<file path="config.mk">
export PLATFORM = sky130hd
export DESIGN_NAME = core_top
export DESIGN_NICKNAME = d
export VERILOG_FILES = /design/src/hdl/pipe_pkg.sv /design/src/hdl/fetch_unit.sv /design/src/hdl/pipe_control.sv /design/src/hdl/register_file.sv /design/src/hdl/execute_unit.sv /design/src/hdl/store_unit.sv /design/src/hdl/core_top.sv
export SDC_FILE = /design/constraint.sdc
export NUM_CORES = 2
export LEC_CHECK = 0
export BUFFER_PORTS_ARGS = -buffer_cell sky130_fd_sc_hd__buf_2
export CORE_MARGIN = 3
export CORE_UTILIZATION = 60
export CTS_BUF_LIST = sky130_fd_sc_hd__clkbuf_4 sky130_fd_sc_hd__clkbuf_8 sky130_fd_sc_hd__clkbuf_16
export DETAILED_ROUTE_END_ITERATION = 10
export GPL_TIMING_DRIVEN = 1
export PLACE_DENSITY = 0.77
export SYNTH_ARGS = -nofsm -noshare
export SYNTH_HDL_FRONTEND = slang
export SYNTH_SLANG_ARGS = --single-unit
</file>
<file path="constraint.sdc">
create_clock -name clk -period 8.6 [get_ports clk]
set_input_delay 1.72 -clock clk [delete_from_list [all_inputs] [get_ports clk]]
set_output_delay 1.72 -clock clk [all_outputs]
set_load 0.01 [all_outputs]
</file>
<file path="src/hdl/pipe_pkg.sv">
`default_nettype none

package pipe_pkg;

  localparam int xlen = 32;
  localparam int reg_addr_width = 5;
  localparam int num_regs = 32;
  localparam int imm_width = 16;

  ////////////////////////////////////////////////////////////
  // instruction fields
  ////////////////////////////////////////////////////////////
  localparam int op_msb = 31;
  localparam int op_lsb = 26;
  localparam int rs_msb = 25;
  localparam int rs_lsb = 21;
  localparam int rt_msb = 20;
  localparam int rt_lsb = 16;
  localparam int rd_msb = 15;
  localparam int rd_lsb = 11;
  localparam int imm_msb = 15;
  localparam int imm_lsb = 0;

  typedef logic [31:0] inst_t;

  // anything not listed decodes as a nop
  typedef enum logic [5:0] {
    op_nop  = 6'h00,
    op_add  = 6'h01,
    op_sub  = 6'h02,
    op_and  = 6'h03,
    op_or   = 6'h04,
    op_xor  = 6'h05,
    op_slt  = 6'h06,
    op_addi = 6'h08,
    op_sw   = 6'h2b
  } opcode_t;

  typedef enum logic [2:0] {
    alu_add,
    alu_sub,
    alu_and,
    alu_or,
    alu_xor,
    alu_slt
  } alu_op_t;

  // operand source in EX
  typedef enum logic {
    fwd_reg,
    fwd_wb
  } fwd_sel_t;

endpackage

`default_nettype wire

</file>
<file path="src/hdl/fetch_unit.sv">
`default_nettype none

module fetch_unit import pipe_pkg::*; #(
  parameter logic [xlen-1:0] RESET_PC = '0
) (
  input  logic            clk,
  input  logic            arst_n,
  output logic            ibus_cyc,
  output logic            ibus_stb,
  output logic [xlen-1:0] ibus_adr,
  input  logic            ibus_ack,
  input  inst_t           ibus_dat_i,
  input  logic            take,
  output inst_t           inst,
  output logic            inst_valid
);

  logic [xlen-1:0] pc;
  logic            buf_valid;
  inst_t           buf_inst;

  // the buffer doubles as the ID stage
  assign inst       = buf_inst;
  assign inst_valid = buf_valid;
  assign ibus_adr   = pc;

  ////////////////////////////////////////////////////////////
  // bus master
  ////////////////////////////////////////////////////////////
  always_ff @(posedge clk or negedge arst_n) begin
    if (!arst_n) begin
      ibus_cyc <= 1'b0;
      ibus_stb <= 1'b0;
      pc       <= RESET_PC;
    end else if (ibus_cyc) begin
      if (ibus_ack) begin
        ibus_cyc <= 1'b0;
        ibus_stb <= 1'b0;
        pc       <= pc + xlen'(4);
      end
    end else if (!buf_valid || take) begin
      // room for one more word
      ibus_cyc <= 1'b1;
      ibus_stb <= 1'b1;
    end
  end

  ////////////////////////////////////////////////////////////
  // instruction buffer
  ////////////////////////////////////////////////////////////
  // ack only lands while the buffer is empty
  always_ff @(posedge clk or negedge arst_n) begin
    if (!arst_n) begin
      buf_valid <= 1'b0;
    end else if (ibus_cyc && ibus_ack) begin
      buf_valid <= 1'b1;
    end else if (take) begin
      buf_valid <= 1'b0;
    end
  end

  always_ff @(posedge clk) begin
    if (ibus_cyc && ibus_ack) begin
      buf_inst <= ibus_dat_i;
    end
  end

  a_stb_in_cyc : assert property (
    @(posedge clk) disable iff (!arst_n)
    ibus_stb |-> ibus_cyc
  );

  // request held until the slave answers
  a_req_stable : assert property (
    @(posedge clk) disable iff (!arst_n)
    ibus_stb && !ibus_ack |=> ibus_stb && $stable(ibus_adr)
  );

endmodule

`default_nettype wire

</file>
<file path="src/hdl/pipe_control.sv">
`default_nettype none

module pipe_control import pipe_pkg::*; (
  input  logic                      clk,
  input  logic                      arst_n,
  input  inst_t                     inst,
  input  logic                      inst_valid,
  input  logic                      store_done,
  output logic                      take,
  output logic [reg_addr_width-1:0] rs_addr,
  output logic [reg_addr_width-1:0] rt_addr,
  output alu_op_t                   alu_op,
  output logic                      use_imm,
  output logic [imm_width-1:0]      imm,
  output fwd_sel_t                  fwd_a,
  output fwd_sel_t                  fwd_b,
  output logic                      advance,
  output logic [reg_addr_width-1:0] wb_rd,
  output logic                      wb_we,
  output logic                      wb_is_store
);

  opcode_t                   id_op;
  alu_op_t                   dec_alu_op;
  logic                      dec_use_imm;
  logic                      dec_we;
  logic                      dec_store;
  logic [reg_addr_width-1:0] dec_dst;

  logic                      ex_valid;
  logic [reg_addr_width-1:0] ex_rs;
  logic [reg_addr_width-1:0] ex_rt;
  logic [reg_addr_width-1:0] ex_dst;
  logic                      ex_we;
  logic                      ex_store;
  logic                      wb_valid;
  logic                      wb_we_r;
  logic                      wb_store_r;

  ////////////////////////////////////////////////////////////
  // decode
  ////////////////////////////////////////////////////////////
  assign id_op   = opcode_t'(inst[op_msb:op_lsb]);
  assign rs_addr = inst[rs_msb:rs_lsb];
  assign rt_addr = inst[rt_msb:rt_lsb];
  assign imm     = inst[imm_msb:imm_lsb];

  always_comb begin
    dec_alu_op  = alu_add;
    dec_use_imm = 1'b0;
    dec_we      = 1'b0;
    dec_store   = 1'b0;
    dec_dst     = inst[rd_msb:rd_lsb];
    case (id_op)
      op_add: dec_we = 1'b1;
      op_sub: begin
        dec_alu_op = alu_sub;
        dec_we     = 1'b1;
      end
      op_and: begin
        dec_alu_op = alu_and;
        dec_we     = 1'b1;
      end
      op_or: begin
        dec_alu_op = alu_or;
        dec_we     = 1'b1;
      end
      op_xor: begin
        dec_alu_op = alu_xor;
        dec_we     = 1'b1;
      end
      op_slt: begin
        dec_alu_op = alu_slt;
        dec_we     = 1'b1;
      end
      op_addi: begin
        dec_use_imm = 1'b1;
        dec_we      = 1'b1;
        dec_dst     = inst[rt_msb:rt_lsb];
      end
      // address is rs + imm
      op_sw: begin
        dec_use_imm = 1'b1;
        dec_store   = 1'b1;
      end
      default: ;
    endcase
  end

  // whole pipe waits on an outstanding store
  assign advance = !(wb_is_store && !store_done);
  assign take    = inst_valid && advance;

  ////////////////////////////////////////////////////////////
  // EX and WB stage registers
  ////////////////////////////////////////////////////////////
  always_ff @(posedge clk or negedge arst_n) begin
    if (!arst_n) begin
      ex_valid   <= 1'b0;
      ex_rs      <= '0;
      ex_rt      <= '0;
      ex_dst     <= '0;
      ex_we      <= 1'b0;
      ex_store   <= 1'b0;
      alu_op     <= alu_add;
      use_imm    <= 1'b0;
      wb_valid   <= 1'b0;
      wb_rd      <= '0;
      wb_we_r    <= 1'b0;
      wb_store_r <= 1'b0;
    end else if (advance) begin
      ex_valid   <= inst_valid;
      ex_rs      <= rs_addr;
      ex_rt      <= rt_addr;
      ex_dst     <= dec_dst;
      ex_we      <= inst_valid && dec_we;
      ex_store   <= inst_valid && dec_store;
      alu_op     <= dec_alu_op;
      use_imm    <= dec_use_imm;
      wb_valid   <= ex_valid;
      wb_rd      <= ex_dst;
      wb_we_r    <= ex_we;
      wb_store_r <= ex_store;
    end
  end

  assign wb_we       = wb_valid && wb_we_r;
  assign wb_is_store = wb_valid && wb_store_r;

  // WB result into EX but never for r0
  assign fwd_a = (wb_we && wb_rd != '0 && wb_rd == ex_rs) ? fwd_wb : fwd_reg;
  assign fwd_b = (wb_we && wb_rd != '0 && wb_rd == ex_rt) ? fwd_wb : fwd_reg;

  a_store_no_write : assert property (
    @(posedge clk) disable iff (!arst_n)
    !(wb_we && wb_is_store)
  );

endmodule

`default_nettype wire

</file>
<file path="src/hdl/register_file.sv">
`default_nettype none

module register_file import pipe_pkg::*; (
  input  logic                      clk,
  input  logic                      arst_n,
  input  logic [reg_addr_width-1:0] rs_addr,
  input  logic [reg_addr_width-1:0] rt_addr,
  output logic [xlen-1:0]           rs_data,
  output logic [xlen-1:0]           rt_data,
  input  logic                      we,
  input  logic [reg_addr_width-1:0] wr_addr,
  input  logic [xlen-1:0]           wr_data
);

  logic [xlen-1:0] regs [num_regs];

  always_ff @(posedge clk or negedge arst_n) begin
    if (!arst_n) begin
      for (int i = 0; i < num_regs; i++) begin
        regs[i] <= '0;
      end
    end else if (we && wr_addr != '0) begin
      regs[wr_addr] <= wr_data;
    end
  end

  // write-through so WB is seen by ID in the same cycle
  always_comb begin
    if (rs_addr == '0) begin
      rs_data = '0;
    end else if (we && wr_addr == rs_addr) begin
      rs_data = wr_data;
    end else begin
      rs_data = regs[rs_addr];
    end
  end

  always_comb begin
    if (rt_addr == '0) begin
      rt_data = '0;
    end else if (we && wr_addr == rt_addr) begin
      rt_data = wr_data;
    end else begin
      rt_data = regs[rt_addr];
    end
  end

endmodule

`default_nettype wire

</file>
<file path="src/hdl/execute_unit.sv">
`default_nettype none

module execute_unit import pipe_pkg::*; (
  input  logic                 clk,
  input  logic                 arst_n,
  input  logic                 advance,
  input  logic [xlen-1:0]      rs_data,
  input  logic [xlen-1:0]      rt_data,
  input  alu_op_t              alu_op,
  input  logic                 use_imm,
  input  logic [imm_width-1:0] imm,
  input  fwd_sel_t             fwd_a,
  input  fwd_sel_t             fwd_b,
  output logic [xlen-1:0]      wb_result,
  output logic [xlen-1:0]      store_adr,
  output logic [xlen-1:0]      store_dat
);

  logic [xlen-1:0]      ex_a;
  logic [xlen-1:0]      ex_b;
  logic [imm_width-1:0] ex_imm;
  logic [xlen-1:0]      op_a;
  logic [xlen-1:0]      op_b;
  logic [xlen-1:0]      alu_b;
  logic [xlen-1:0]      alu_res;

  ////////////////////////////////////////////////////////////
  // ID/EX operands
  ////////////////////////////////////////////////////////////
  always_ff @(posedge clk or negedge arst_n) begin
    if (!arst_n) begin
      ex_a   <= '0;
      ex_b   <= '0;
      ex_imm <= '0;
    end else if (advance) begin
      ex_a   <= rs_data;
      ex_b   <= rt_data;
      ex_imm <= imm;
    end
  end

  // forward muxes
  assign op_a = (fwd_a == fwd_wb) ? wb_result : ex_a;
  assign op_b = (fwd_b == fwd_wb) ? wb_result : ex_b;

  // immediate is zero-extended
  assign alu_b = use_imm ? {{(xlen-imm_width){1'b0}}, ex_imm} : op_b;

  always_comb begin
    case (alu_op)
      alu_add: alu_res = op_a + alu_b;
      alu_sub: alu_res = op_a - alu_b;
      alu_and: alu_res = op_a & alu_b;
      alu_or:  alu_res = op_a | alu_b;
      alu_xor: alu_res = op_a ^ alu_b;
      alu_slt: alu_res = {{(xlen-1){1'b0}}, $signed(op_a) < $signed(alu_b)};
      default: alu_res = '0;
    endcase
  end

  ////////////////////////////////////////////////////////////
  // EX/WB result
  ////////////////////////////////////////////////////////////
  always_ff @(posedge clk or negedge arst_n) begin
    if (!arst_n) begin
      wb_result <= '0;
      store_dat <= '0;
    end else if (advance) begin
      wb_result <= alu_res;
      store_dat <= op_b;
    end
  end

  // store address comes out of the ALU as rs + imm
  assign store_adr = wb_result;

endmodule

`default_nettype wire

</file>
<file path="src/hdl/store_unit.sv">
`default_nettype none

module store_unit import pipe_pkg::*; (
  input  logic            clk,
  input  logic            arst_n,
  input  logic            wb_is_store,
  input  logic [xlen-1:0] store_adr,
  input  logic [xlen-1:0] store_dat,
  output logic            dbus_cyc,
  output logic            dbus_stb,
  output logic            dbus_we,
  output logic [xlen-1:0] dbus_adr,
  output logic [xlen-1:0] dbus_dat_o,
  input  logic            dbus_ack,
  output logic            store_done
);

  typedef enum logic {
    st_idle,
    st_busy
  } state_t;

  state_t state;

  always_ff @(posedge clk or negedge arst_n) begin
    if (!arst_n) begin
      state <= st_idle;
    end else begin
      case (state)
        st_idle: if (wb_is_store) state <= st_busy;
        st_busy: if (dbus_ack) state <= st_idle;
        default: state <= st_idle;
      endcase
    end
  end

  assign dbus_cyc = (state == st_busy);
  assign dbus_stb = dbus_cyc;
  assign dbus_we  = dbus_cyc;

  // address and data hold while the pipe is frozen
  assign dbus_adr   = store_adr;
  assign dbus_dat_o = store_dat;

  assign store_done = dbus_cyc && dbus_ack;

  a_stb_in_store : assert property (
    @(posedge clk) disable iff (!arst_n)
    dbus_stb |-> dbus_cyc && dbus_we && wb_is_store
  );

  a_payload_stable : assert property (
    @(posedge clk) disable iff (!arst_n)
    dbus_stb && !dbus_ack |=> $stable(dbus_adr) && $stable(dbus_dat_o)
  );

endmodule

`default_nettype wire

</file>
<file path="src/hdl/core_top.sv">
`default_nettype none

module core_top import pipe_pkg::*; #(
  parameter logic [xlen-1:0] RESET_PC = '0
) (
  input  logic            clk,
  input  logic            arst_n,
  // instruction bus
  output logic            ibus_cyc,
  output logic            ibus_stb,
  output logic [xlen-1:0] ibus_adr,
  input  logic            ibus_ack,
  input  inst_t           ibus_dat_i,
  // data bus for stores only
  output logic            dbus_cyc,
  output logic            dbus_stb,
  output logic            dbus_we,
  output logic [xlen-1:0] dbus_adr,
  output logic [xlen-1:0] dbus_dat_o,
  input  logic            dbus_ack
);

  inst_t                     inst;
  logic                      inst_valid;
  logic                      take;
  logic [reg_addr_width-1:0] rs_addr;
  logic [reg_addr_width-1:0] rt_addr;
  logic [xlen-1:0]           rs_data;
  logic [xlen-1:0]           rt_data;
  alu_op_t                   alu_op;
  logic                      use_imm;
  logic [imm_width-1:0]      imm;
  fwd_sel_t                  fwd_a;
  fwd_sel_t                  fwd_b;
  logic                      advance;
  logic [reg_addr_width-1:0] wb_rd;
  logic                      wb_we;
  logic                      wb_is_store;
  logic [xlen-1:0]           wb_result;
  logic [xlen-1:0]           store_adr;
  logic [xlen-1:0]           store_dat;
  logic                      store_done;

  fetch_unit #(
    .RESET_PC (RESET_PC)
  ) i_fetch_unit (
    .clk        (clk),
    .arst_n     (arst_n),
    .ibus_cyc   (ibus_cyc),
    .ibus_stb   (ibus_stb),
    .ibus_adr   (ibus_adr),
    .ibus_ack   (ibus_ack),
    .ibus_dat_i (ibus_dat_i),
    .take       (take),
    .inst       (inst),
    .inst_valid (inst_valid)
  );

  pipe_control i_pipe_control (
    .clk         (clk),
    .arst_n      (arst_n),
    .inst        (inst),
    .inst_valid  (inst_valid),
    .store_done  (store_done),
    .take        (take),
    .rs_addr     (rs_addr),
    .rt_addr     (rt_addr),
    .alu_op      (alu_op),
    .use_imm     (use_imm),
    .imm         (imm),
    .fwd_a       (fwd_a),
    .fwd_b       (fwd_b),
    .advance     (advance),
    .wb_rd       (wb_rd),
    .wb_we       (wb_we),
    .wb_is_store (wb_is_store)
  );

  register_file i_register_file (
    .clk     (clk),
    .arst_n  (arst_n),
    .rs_addr (rs_addr),
    .rt_addr (rt_addr),
    .rs_data (rs_data),
    .rt_data (rt_data),
    .we      (wb_we),
    .wr_addr (wb_rd),
    .wr_data (wb_result)
  );

  execute_unit i_execute_unit (
    .clk       (clk),
    .arst_n    (arst_n),
    .advance   (advance),
    .rs_data   (rs_data),
    .rt_data   (rt_data),
    .alu_op    (alu_op),
    .use_imm   (use_imm),
    .imm       (imm),
    .fwd_a     (fwd_a),
    .fwd_b     (fwd_b),
    .wb_result (wb_result),
    .store_adr (store_adr),
    .store_dat (store_dat)
  );

  store_unit i_store_unit (
    .clk         (clk),
    .arst_n      (arst_n),
    .wb_is_store (wb_is_store),
    .store_adr   (store_adr),
    .store_dat   (store_dat),
    .dbus_cyc    (dbus_cyc),
    .dbus_stb    (dbus_stb),
    .dbus_we     (dbus_we),
    .dbus_adr    (dbus_adr),
    .dbus_dat_o  (dbus_dat_o),
    .dbus_ack    (dbus_ack),
    .store_done  (store_done)
  );

endmodule

`default_nettype wire

</file>
==> results.sh <==
export IMPL_n_fill_cell=8075
export IMPL_pwr_density_cell_mw_per_mm2=181
export IMPL_min_path_type="reg -> reg"
export IMPL_r2r_cells=18
export IMPL_synth_top_cell_by_area="dfrtp_1"
export IMPL_crit_start="i_pipe_control.wb_rd[1]"
export IMPL_stdcell_area_mm2=0.0766
export IMPL_synth_xor_area_share_pct=0.711
export IMPL_grtUsageTotal_pct=35.1
export IMPL_design_core_area_mm2=0.115
export IMPL_finalSetupTns_ns=0
export IMPL_antenna_found_initial=4
export IMPL_synth_top_family_by_area="multiplexers"
export IMPL_finalHoldViolations=0
export IMPL_max_slew_worst_pin_slew_ns=1.36
export IMPL_timing_rr_end="i_execute_unit.store_adr[0]"
export IMPL_cts_tree="yes"
export IMPL_syn_to_final_growth_pct=8.98
export IMPL_r2r_setup_slack_ns=2.07
export IMPL_yosysMostFrequentCell="dfrtp_1"
export IMPL_post_route_util_pct=66.4
export IMPL_synth_top_cells_by_count="1,232 x dfrtp_1, 1,030 x mux2_2, 449 x mux4_2, 415 x clkbuf_1, 339 x nand2_1"
export IMPL_synth_area_mm2=0.0703
export IMPL_synth_edff_count=32
export IMPL_yosysTopAreaCellShare_pct=43.9
export IMPL_grt_max_degree=183
export IMPL_synth_cell_types=85
export IMPL_layout_drive_gt1_share_pct=37.7
export IMPL_whs_ns=0.404
export IMPL_endpoint="i_execute_unit.store_adr[0]"
export IMPL_postSynthCellCount=5527
export IMPL_port_buffers=134
export IMPL_drc_errors=0
export IMPL_clock_latency_ns=0.76
export IMPL_rr_startpoint="i_pipe_control.wb_rd[1]"
export IMPL_synthSimpleGateAreaFrac_pct=4.99
export IMPL_power_total_uw=13900
export IMPL_fmax_mhz=153
export IMPL_yosys_top_cells_area="dfrtp_1 44%, mux2_2 17%, mux4_2 14%"
export IMPL_synthAdderAreaFrac_pct=1.89
export IMPL_status="completed"
export IMPL_setup_viol=0
export IMPL_min_period_ns=6.53
export IMPL_dr_pass1_iters=6
export IMPL_postSynthAreaPerCell_um2=12.7
export IMPL_cap_violations=0
export IMPL_via_count=49200
export IMPL_routed_wl_um=212000
export IMPL_slew_viol_final=0
export IMPL_die_w_um=348
export IMPL_rsz0062_at_grt="no"
export IMPL_cp_max_fo=14
export IMPL_vdd_drop_max_mv=0.153
export IMPL_grt_remaining_overflow=0
export IMPL_ys_seq_elements=1264
export IMPL_vias_per_cell=7.05
export IMPL_grt_pass1_wl_um=319000
export IMPL_yosysSeqAreaShare_pct=45.2
export IMPL_synth_compound_area_share_pct=7.83
export IMPL_place_area_mm2=0.0719
export IMPL_grt_pass1_vias=49900
export IMPL_fin_nets=5503
export IMPL_muxShareOfSynthArea_pct=35.3
export IMPL_drtIter0Drc=5627
export IMPL_crit_arrival_ns=7.14
export IMPL_max_slew_margin_pct=9.04
export IMPL_ys_flop_type="dfrtp_1"
export IMPL_cts_hold_buf=0
export IMPL_async_reset_ff_share_pct=97.5
export IMPL_worstPathRequired_ns=9.21
export IMPL_ios=137
export IMPL_routabilityCongestion=0.960
export IMPL_wl_per_cell_um=30.3
export IMPL_cts_root_buf="clkbuf_16"
export IMPL_start_util_pct=60.9
export IMPL_clockBufferDepth=3
export IMPL_critPathKind="reg -> reg"
export IMPL_cts_made_buffers=134
export IMPL_die_h_um=348
export IMPL_dp_hpwl_um=127000
export IMPL_row_count=124
export IMPL_skew_ns=0.0274
export IMPL_ant_nets=0
export IMPL_fin_crit_sh_pct=75.9
export IMPL_cts_max_level=4
export IMPL_synth_warnings=0
export IMPL_path_clk_slew_ns=0.06
export IMPL_end_kind="register"
export IMPL_die_area_mm2=0.121
export IMPL_cts_sinks=1264
export IMPL_postCtsSetupBuffers=0
export IMPL_startpoint_type="register"
export IMPL_cts_resized=0
export IMPL_p_leak_uw=0.0353
-- sequential cells by signal, indices dropped and copies added (netlist names), 3 cells and up --
register and flops:
i_execute_unit.store_dat 32, i_register_file.regs 1024, i_pipe_control.alu_op 3, i_execute_unit.ex_a 32
i_pipe_control.ex_rt 5, i_execute_unit.ex_imm 16, i_fetch_unit.inst 32, i_pipe_control.ex_rs 5
i_pipe_control.ex_dst 5, i_pipe_control.wb_rd 5, i_fetch_unit.ibus_adr 30, i_execute_unit.store_adr 32
i_execute_unit.ex_b 32
-- worst min path at each step --
stage | from | to | cells past startpoint
final | i_register_file.regs[1016] | i_register_file.regs[1016] | 0
after global routing | i_register_file.regs[999] | i_register_file.regs[999] | 0
after CTS | i_register_file.regs[999] | i_register_file.regs[999] | 0
after detailed placement | i_register_file.regs[1011] | i_register_file.regs[1011] | 0
after global placement | i_register_file.regs[1010] | i_register_file.regs[1010] | 0
after floorplan | i_fetch_unit.inst[0] | i_execute_unit.ex_imm[0] | 2
-- report_power, final --
group / internal (µW) / switching [µW]
combinational: 493 / 1110
clock: 3620 / 2480
sequential: 6090 / 103
-- metrics by stage --
stage	worst slack, ns	instances
4_1_cts	2.14	6980
2_1_floorplan	3.98	5528
5_1_grt	1.72	6980
6_report	2.07	6981
3_5_place_dp	2.23	6738
3_3_place_gp	2.27	6738
-- cell type report --
type                            count  area (µm²)  share of cell area [%]
Inverter                          128         480                   0.628
Antenna cell                        1        2.50                 0.00327
Timing Repair Buffer              268        1830                    2.39
Clock inverter                     58         699                   0.913
Clock buffer                      184        3950                    5.16
Tap cell                         1512        1890                    2.47
Sequential cell                  1264       31800                    41.5
Multi-Input combinational cell   3566       35900                    46.9
-- cell families after synthesis --
group                      after synthesis
AOI/OAI and AO/OA                      794
xor gates and xnor gates                57
adders and majority gates              105
buffers and inverters                  698
DFF                                   1264
muxes                                 1788
other                                    1
and+or+nand+nor                        820
-- critical path: stages, from the launching register on --
cell and delay, ns:
dfrtp_1 0.64, or2_1 0.58, nor3_1 0.10, a21o_1 0.26
nor4_4 1.01, buf_4 0.40, mux2i_1 0.26, inv_1 0.05
mux2_2 0.29, ha_1 0.55, inv_1 0.16, a21o_1 0.24
a221o_1 0.35, a21oi_1 0.21, o21ai_0 0.24, o211a_1 0.33
o21ai_0 0.40, o21a_1 0.20, o211ai_1 0.09
-- cells in the final DEF (no fill, tap or decap), drive strengths merged, types with 13 or more instances in the layout --
master	netlist	routed
o21a	18	18
a21oi	132	132
mux2i	300	300
buf	155	268
nor2b	16	16
edfxtp	32	32
mux4	449	449
nand2	339	339
nor4	14	14
bufinv	0	13
nor2	301	301
or2	18	18
xnor2	43	43
o31ai	13	13
clkbuf	415	184
dfrtp	1232	1232
a221oi	198	198
ha	103	103
nor3	27	27
clkinv	1	38
mux2	1039	1039
xor2	14	14
nand3	39	39
o211ai	86	86
o21ai	205	205
a31oi	17	17
inv	127	132
-- per-layer routing --
layer,up-vias,wire length (µm),global-route usage [%]
li1,20300,-,-
met1,25600,83200,48.0
met2,2663,96700,53.7
met3,592,22700,9.38
met4,4,8940,14.1
met5,-,55,0.235
(Power assumes the default switching activity.)
